$ cat config.mk
export PLATFORM = sky130hd
export DESIGN_NAME = ret_predict_top
export DESIGN_NICKNAME = d
export VERILOG_FILES = /design/src/hdl/ret_predict_pkg.sv /design/src/hdl/instr_predecode.sv /design/src/hdl/next_pc_select.sv /design/src/hdl/ret_predict_top.sv /design/src/hdl/return_addr_stack.sv
export SDC_FILE = /design/constraint.sdc
export NUM_CORES = 1
export LEC_CHECK = 0
export ABC_AREA = 0
export BUFFER_PORTS_ARGS = -buffer_cell sky130_fd_sc_hd__buf_2
export CAP_MARGIN = 30
export CORE_MARGIN = 2
export CORE_UTILIZATION = 53
export CTS_CLUSTER_SIZE = 14
export DETAILED_ROUTE_END_ITERATION = 12
export GPL_TIMING_DRIVEN = 1
export PLACE_DENSITY_LB_ADDON = 0.1
export SYNTH_ARGS = -nofsm -noshare
export SYNTH_HDL_FRONTEND = slang
export SYNTH_SLANG_ARGS = --single-unit
$ cat constraint.sdc
create_clock -name clk_i -period 2.99 [get_ports clk_i]
set_input_delay 0.598 -clock clk_i [delete_from_list [all_inputs] [get_ports clk_i]]
set_output_delay 0.598 -clock clk_i [all_outputs]
set_load 0.03 [all_outputs]
$ cat src/hdl/ret_predict_pkg.sv
// shared types and RV32I constants for the return predictor; only 32-bit encodings, no RVC
package ret_predict_pkg;

  // fetch and return addresses
  typedef logic [31:0] addr_t;
  // raw instruction word as fetched
  typedef logic [31:0] instr_t;
  // prediction kind, plain vector with named values
  typedef logic [1:0] kind_t;

  // sequential, or target not known at fetch
  localparam kind_t KIND_SEQ  = 2'd0;
  // direct jal without link
  localparam kind_t KIND_JUMP = 2'd1;
  // jal or jalr writing a link register
  localparam kind_t KIND_CALL = 2'd2;
  // return, coroutine swap included
  localparam kind_t KIND_RET  = 2'd3;

  // link registers per the RISC-V calling convention hints
  localparam logic [4:0] REG_RA = 5'd1;
  localparam logic [4:0] REG_T0 = 5'd5;

  // major opcodes of the two jump instructions
  localparam logic [6:0] OPC_JAL  = 7'b1101111;
  localparam logic [6:0] OPC_JALR = 7'b1100111;

  // fixed instruction size, no compressed support
  localparam addr_t INSTR_BYTES = 32'd4;

endpackage

$ cat src/hdl/instr_predecode.sv
// combinational pre-decoder; is_jump_o flags every jal (direct target known), funct3 of jalr not checked
`timescale 1ns/1ps

module instr_predecode import ret_predict_pkg::*; (
  // instruction at the current fetch address
  input  instr_t instr_i,
  // fetch address of that instruction
  input  addr_t  pc_i,
  // writes a link register
  output logic   is_call_o,
  // reads a link register as target, swap included
  output logic   is_ret_o,
  // jal, so the target is pc plus immediate
  output logic   is_jump_o,
  // pc plus J-immediate
  output addr_t  jump_target_o,
  // address of the following instruction
  output addr_t  link_addr_o
);

  logic [6:0] opcode;
  logic [4:0] rd;
  logic [4:0] rs1;
  logic       op_jal;
  logic       op_jalr;
  logic       rd_link;
  logic       rs1_link;
  addr_t      j_imm;

  // fixed field positions of the base ISA
  assign opcode = instr_i[6:0];
  assign rd     = instr_i[11:7];
  assign rs1    = instr_i[19:15];

  // classify by opcode only
  assign op_jal  = (opcode == OPC_JAL);
  assign op_jalr = (opcode == OPC_JALR);

  // x1 and x5 are both treated as link registers
  assign rd_link  = (rd == REG_RA) || (rd == REG_T0);
  assign rs1_link = (rs1 == REG_RA) || (rs1 == REG_T0);

  // J-immediate: imm[20|10:1|11|19:12], sign extended, bit 0 always zero
  assign j_imm = {{12{instr_i[31]}},
                  instr_i[19:12],
                  instr_i[20],
                  instr_i[30:21],
                  1'b0};

  always_comb begin
    // any jump that writes a link register is a call
    is_call_o = (op_jal || op_jalr) && rd_link;
    // return when rd is not a link register
    is_ret_o = op_jalr && rs1_link && !rd_link;
    // swap: both links but different, so pop and push together
    if (op_jalr && rs1_link && rd_link && (rd != rs1)) begin
      is_ret_o = 1'b1;
    end
    // jal always has a known target, call or not
    is_jump_o = op_jal;
  end

  // target adders, used only when the kind asks for them
  assign jump_target_o = pc_i + j_imm;
  assign link_addr_o   = pc_i + INSTR_BYTES;

endmodule

$ cat src/hdl/next_pc_select.sv
// fetch PC and prediction registers; redirect beats a same-cycle instruction, jalr calls predict sequential
`timescale 1ns/1ps

module next_pc_select import ret_predict_pkg::*; #(
  parameter addr_t BOOT_ADDR = 32'h0000_1000
) (
  input  logic  clk_i,
  input  logic  rst_ni,
  // one-cycle strobe meaning the instruction at pc_o is present
  input  logic  instr_valid_i,
  // one-cycle strobe from the back end
  input  logic  redirect_i,
  input  addr_t redirect_pc_i,
  // classification from the pre-decoder
  input  logic  is_call_i,
  input  logic  is_ret_i,
  input  logic  is_jump_i,
  input  addr_t jump_target_i,
  input  addr_t link_addr_i,
  // current top of the stack
  input  addr_t ras_top_i,
  input  logic  ras_top_valid_i,
  // stack operations
  output logic  ras_push_o,
  output logic  ras_pop_o,
  output logic  ras_flush_o,
  output addr_t pc_o,
  output addr_t pred_target_o,
  output kind_t pred_kind_o,
  output logic  pred_taken_o,
  output logic  pred_valid_o
);

  logic  accept;
  addr_t target;
  kind_t kind;
  logic  taken;
  addr_t pc_q;

  // instruction counts only without a redirect in the same cycle
  assign accept = instr_valid_i && !redirect_i;

  assign ras_push_o  = accept && is_call_i;
  assign ras_pop_o   = accept && is_ret_i;
  assign ras_flush_o = redirect_i;

  always_comb begin
    // fall through to the next instruction
    target = link_addr_i;
    kind   = KIND_SEQ;
    taken  = 1'b0;
    if (is_ret_i) begin
      // return and swap both take the stack top when present
      kind = KIND_RET;
      if (ras_top_valid_i) begin
        target = ras_top_i;
        taken  = 1'b1;
      end
    end else if (is_call_i) begin
      kind = KIND_CALL;
      // jal call has a direct target while a jalr call target is unknown here
      if (is_jump_i) begin
        target = jump_target_i;
        taken  = 1'b1;
      end
    end else if (is_jump_i) begin
      kind   = KIND_JUMP;
      target = jump_target_i;
      taken  = 1'b1;
    end
  end

  // fetch pc and the registered prediction
  always_ff @(posedge clk_i or negedge rst_ni) begin
    if (!rst_ni) begin
      pc_q          <= BOOT_ADDR;
      pred_valid_o  <= 1'b0;
      pred_target_o <= '0;
      pred_kind_o   <= KIND_SEQ;
      pred_taken_o  <= 1'b0;
    end else begin
      pred_valid_o <= accept;
      if (redirect_i) begin
        pc_q <= redirect_pc_i;
      end else if (accept) begin
        pc_q          <= target;
        pred_target_o <= target;
        pred_kind_o   <= kind;
        pred_taken_o  <= taken;
      end
    end
  end

  assign pc_o = pc_q;

endmodule

$ cat src/hdl/ret_predict_top.sv
// return-prediction front end top; one instruction per strobe, no back-pressure, DEPTH of 2 or more
`timescale 1ns/1ps

module ret_predict_top import ret_predict_pkg::*; #(
  parameter int unsigned DEPTH     = 4,
  parameter addr_t       BOOT_ADDR = 32'h0000_1000
) (
  input  logic   clk_i,
  input  logic   rst_ni,
  input  logic   instr_valid_i,
  input  instr_t instr_i,
  input  logic   redirect_i,
  input  addr_t  redirect_pc_i,
  output addr_t  pc_o,
  output logic   pred_valid_o,
  output addr_t  pred_target_o,
  output kind_t  pred_kind_o,
  output logic   pred_taken_o
);

  // pre-decoder results
  logic  is_call;
  logic  is_ret;
  logic  is_jump;
  addr_t jump_target;
  addr_t link_addr;
  // stack interface
  logic  ras_push;
  logic  ras_pop;
  logic  ras_flush;
  addr_t ras_top;
  logic  ras_top_valid;

  // decodes the instruction at the current fetch address
  instr_predecode instr_predecode_inst (
    .instr_i       (instr_i),
    .pc_i          (pc_o),
    .is_call_o     (is_call),
    .is_ret_o      (is_ret),
    .is_jump_o     (is_jump),
    .jump_target_o (jump_target),
    .link_addr_o   (link_addr)
  );

  // pushed value is always the link address of the call
  return_addr_stack #(
    .DEPTH (DEPTH)
  ) return_addr_stack_inst (
    .clk_i       (clk_i),
    .rst_ni      (rst_ni),
    .flush_i     (ras_flush),
    .push_i      (ras_push),
    .pop_i       (ras_pop),
    .data_i      (link_addr),
    .top_o       (ras_top),
    .top_valid_o (ras_top_valid)
  );

  next_pc_select #(
    .BOOT_ADDR (BOOT_ADDR)
  ) next_pc_select_inst (
    .clk_i           (clk_i),
    .rst_ni          (rst_ni),
    .instr_valid_i   (instr_valid_i),
    .redirect_i      (redirect_i),
    .redirect_pc_i   (redirect_pc_i),
    .is_call_i       (is_call),
    .is_ret_i        (is_ret),
    .is_jump_i       (is_jump),
    .jump_target_i   (jump_target),
    .link_addr_i     (link_addr),
    .ras_top_i       (ras_top),
    .ras_top_valid_i (ras_top_valid),
    .ras_push_o      (ras_push),
    .ras_pop_o       (ras_pop),
    .ras_flush_o     (ras_flush),
    .pc_o            (pc_o),
    .pred_target_o   (pred_target_o),
    .pred_kind_o     (pred_kind_o),
    .pred_taken_o    (pred_taken_o),
    .pred_valid_o    (pred_valid_o)
  );

endmodule

$ cat src/hdl/return_addr_stack.sv
// shift-register return-address stack, DEPTH must be 2 or more; overflow drops the oldest entry
`timescale 1ns/1ps

module return_addr_stack import ret_predict_pkg::*; #(
  parameter int unsigned DEPTH = 4
) (
  input  logic  clk_i,
  input  logic  rst_ni,
  // clear all entries, wins over push and pop
  input  logic  flush_i,
  input  logic  push_i,
  input  logic  pop_i,
  // link address to push
  input  addr_t data_i,
  // entry 0 is the top of the stack
  output addr_t top_o,
  output logic  top_valid_o
);

  addr_t addr_d [DEPTH];
  addr_t addr_q [DEPTH];
  logic  [DEPTH-1:0] valid_d;
  logic  [DEPTH-1:0] valid_q;

  assign top_o       = addr_q[0];
  assign top_valid_o = valid_q[0];

  always_comb begin
    // hold by default
    addr_d  = addr_q;
    valid_d = valid_q;
    if (flush_i) begin
      for (int i = 0; i < DEPTH; i++) begin
        addr_d[i] = '0;
      end
      valid_d = '0;
    end else if (push_i && pop_i) begin
      // swap, the return consumes the top and the call refills it
      addr_d[0]  = data_i;
      valid_d[0] = 1'b1;
    end else if (push_i) begin
      // shift down, bottom entry falls off when full
      for (int i = DEPTH - 1; i > 0; i--) begin
        addr_d[i]  = addr_q[i-1];
        valid_d[i] = valid_q[i-1];
      end
      addr_d[0]  = data_i;
      valid_d[0] = 1'b1;
    end else if (pop_i) begin
      // shift up and free the bottom slot
      for (int i = 0; i < DEPTH - 1; i++) begin
        addr_d[i]  = addr_q[i+1];
        valid_d[i] = valid_q[i+1];
      end
      addr_d[DEPTH-1]  = '0;
      valid_d[DEPTH-1] = 1'b0;
    end
  end

  always_ff @(posedge clk_i or negedge rst_ni) begin
    if (!rst_ni) begin
      for (int i = 0; i < DEPTH; i++) begin
        addr_q[i] <= '0;
      end
      valid_q <= '0;
    end else begin
      addr_q  <= addr_d;
      valid_q <= valid_d;
    end
  end

endmodule

==> flow_summary.json <==
{
  "ir_drop_mv": 0.464,
  "synth_compound_area_frac": 0.213,
  "cts_root_buffer": "clkbuf_16",
  "muxShareOfSynthArea": 0.0669,
  "fillerInstances": 1889,
  "critPathRequiredTime_ns": 3.31,
  "initial_core_util": 0.538,
  "synth-seq-cells": 200,
  "clk_latency_ns": 0.45,
  "crit_path_cell_trace": "ha_2 -> inv_2 -> fa_2 -> nand2b_4 -> a21o_1 -> a211oi_2 -> nor3b_2 -> or3_4 -> mux2i_1 -> or4_1 -> o311a_1",
  "place_congestion": 0.964,
  "num_rows": 54,
  "yosys_warnings": 0,
  "grt_pass1_vias": 9905,
  "vias": 10458,
  "period_share": 0.989,
  "ys_seq_area_frac": 0.428,
  "ctsHoldBuffers": 0,
  "combinationalPowerShare": 0.252,
  "synth_top_flop_cell": "dfrtp_1",
  "yosys-top-cells-area": "dfrtp_1 (43%), nand2_1 (6.6%), mux2i_1 (6.5%)",
  "max_stage_delay_ns": 0.43,
  "grt_util_all_layers": 0.295,
  "max_slew_margin": 0.543,
  "grt_max_degree": 142,
  "hpwl_um": 24200,
  "drv_cap": 0,
  "synthCells": 1287,
  "dieWidth_um": 153,
  "status": "finished, final reports clean",
  "synthAdderAreaFrac": 0.0349,
  "hold_path_class": "input port to async pin",
  "final-setup-viol-count": 0,
  "grt_overflow": 0,
  "path_max_fanout": 3,
  "pwr-share-clk": 0.332,
  "sw_frac_of_total": 0.343,
  "cts_max_level": 4,
  "dieArea_um2": 23300,
  "p_sw_uw": 2410,
  "portBuffers": 135,
  "timing.fmax_mhz": 338,
  "clockBufferDepth": 2,
  "place_area_um2": 13300,
  "period_needed_ns": 2.96,
  "dp_cells": 1711,
  "cts_tree": "yes",
  "dr.first_iter.drc_count": 908,
  "ios": 136,
  "intPower_uw": 4630,
  "dr.pass1.iters": 6,
  "synth_common_cells": "nand2_1 (206), dfrtp_1 (199), nor2_1 (112), o21ai_0 (88), mux2i_1 (76)",
  "synth.distinct_cells": 73,
  "drtAntennaViolNets": 0,
  "clock_skew_ns": 0.0121,
  "cts.sinks": 200,
  "worst_pin_slew_ns": 0.685,
  "via_per_inst": 5.99,
  "cp.buffers_inverters": 1,
  "antenna_found_initial": 0,
  "hold_viol": 0,
  "final_layout_size_suffix_gt1_frac": 0.223,
  "route.detailed.drc": 0,
  "p_leak_uw": 0.00661,
  "synth_edf_count": 0,
  "report.final.slew_viol_count": 0,
  "yosysMostFrequentCell": "nand2_1",
  "critPathArrivalTime_ns": 3.28,
  "synth_area_um2": 11700,
  "nets": 1552,
  "grt_setup_unrepaired": "yes",
  "synth_top_area_share": 0.426,
  "setup-tns-final_ns": 0,
  "diodes": 0,
  "path_clk_slew_ns": 0.08,
  "syn-num-nets": 1387,
  "core_area_um2": 21800,
  "postLayoutCellArea_um2": 13900,
  "die_h_um": 153,
  "post_layout_nonfiller_instances": 1745,
  "wl_um": 34100,
  "cts_buffers": 17,
  "crit_slowest_cell": "or4_1",
  "start_kind": "register",
  "p_per_area_nw_per_um2": 507,
  "cp-end-kind": "register",
  "synth-xor-area-share": 0.0359,
  "async_flop_share": 1.00,
  "syn_to_final_growth_pct": 18.7,
  "yosysTopAreaCell": "dfrtp_1",
  "wl_per_cell_um": 19.5,
  "synth_top_family_by_area": "compound AO/OA/AOI/OAI gates",
  "synth.avg_cell_area_um2": 9.09,
  "grt_pass1_wl_um": 55100,
  "path_class": "register to register",
  "yosys.area_share.simple": 0.179,
  "dp_slack_ns": -0.272,
  "setup_ws_ns": 0.0316,
  "seqPwrFrac": 0.416,
  "cp_top_family": "simple AND/OR/NAND/NOR gates"
}
## metal layers
layer  wire, um  global-route usage  part of all wire
met1      16800               0.467              0.49
met2      14600               0.419              0.43
met3       2040              0.0458             0.060
met4        617              0.0794             0.018
met5          0                   0                 0
## per-stage QoR
stage	util	hold slack, ns	power [uW]
2_1_floorplan	-	0.302	4010
3_3_place_gp	0.609	0.455	4710
3_5_place_dp	0.609	0.464	4720
4_1_cts	0.637	0.209	7050
5_1_grt	0.639	0.222	7340
6_report	0.639	0.177	7040
## kinds of logic (layout without fill, tap and decap cells)
group	count (synthesis)	in the layout
AND/OR/NAND/NOR	453	453
AO/OA/AOI/OAI	362	362
flip-flops	200	200
buffers and inverters	114	292
multiplexers	78	78
XOR/XNOR	48	48
adder cells (fa/ha/maj)	32	32
## registers in the layout, indices dropped and copies added, names as in the netlist
name                               cells
return_addr_stack_inst.addr_q         96
next_pc_select_inst.pc_o              32
next_pc_select_inst.pred_target_o     32
return_addr_stack_inst.top_o          32
return_addr_stack_inst.valid_q         4
next_pc_select_inst.pred_kind_o        2
next_pc_select_inst.pred_taken_o       1
next_pc_select_inst.pred_valid_o       1
## final cells by class
| class | instances | area, um^2 | share of cell area |
|---|---|---|---|
| flip-flops and latches | 200 | 5010 | 0.360 |
| inverters | 14 | 52.6 | 0.00378 |
| clock buffers | 18 | 439 | 0.0316 |
| multi-input cells | 973 | 6260 | 0.451 |
| clock inverters | 14 | 153 | 0.0110 |
| repair buffers | 246 | 1630 | 0.118 |
| well taps | 280 | 350 | 0.0252 |
## power groups by stage
stage	clock, uW	combinational, uW	sequential, uW
floorplan	0	792	3220
global placement	0	1730	2970
detailed placement	0	1740	2980
CTS	2370	1750	2920
global route	2470	1930	2940
finish	2340	1780	2930
## placed cells by master, fill, tap and decap left out, drive strengths merged, types with 12 or more instances in the layout
cell	n
a21o	14
a21oi	70
a221oi	12
a22oi	18
and3	15
buf	245
clkbuf	19
dfrtp	199
ha	31
inv	20
mux2i	76
nand2	207
nand2b	15
nand3	22
nand4	23
nor2	112
o21ai	101
o31ai	68
xnor2	20
xor2	28
## timing repair
item	CTS	global route
gates resized for setup	0	7
setup buffers	0	2
hold endpoints to repair	0	0
setup endpoints to repair	0	3
## worst reg2reg max path, stage by stage (launching register included)
cell      delay [ns]
dfrtp_1         0.38
ha_2            0.20
inv_2           0.04
fa_2            0.33
nand2b_4        0.15
a21o_1          0.22
a211oi_2        0.33
nor3b_2         0.10
or3_4           0.38
mux2i_1         0.12
or4_1           0.43
o311a_1         0.15
## worst paths after layout
kind	slack (ns)	startpoint	depth (start not counted)	endpoint
hold reg to reg	0.48	next_pc_select_inst.pred_target_o[1]	2	next_pc_select_inst.pred_target_o[1]
setup reg to reg	0.03	next_pc_select_inst.pc_o[1]	11	next_pc_select_inst.pc_o[25]
hold / removal	0.18	rst_ni	1	return_addr_stack_inst.addr_q[2]
max in group asynchronous	2.02	rst_ni	2	next_pc_select_inst.pc_o[25]
min in group clk_i	0.36	redirect_pc_i[7]	2	next_pc_select_inst.pc_o[7]
setup / recovery	0.03	next_pc_select_inst.pc_o[1]	11	next_pc_select_inst.pc_o[25]
Note: power is estimated with default switching activity, not from simulation.
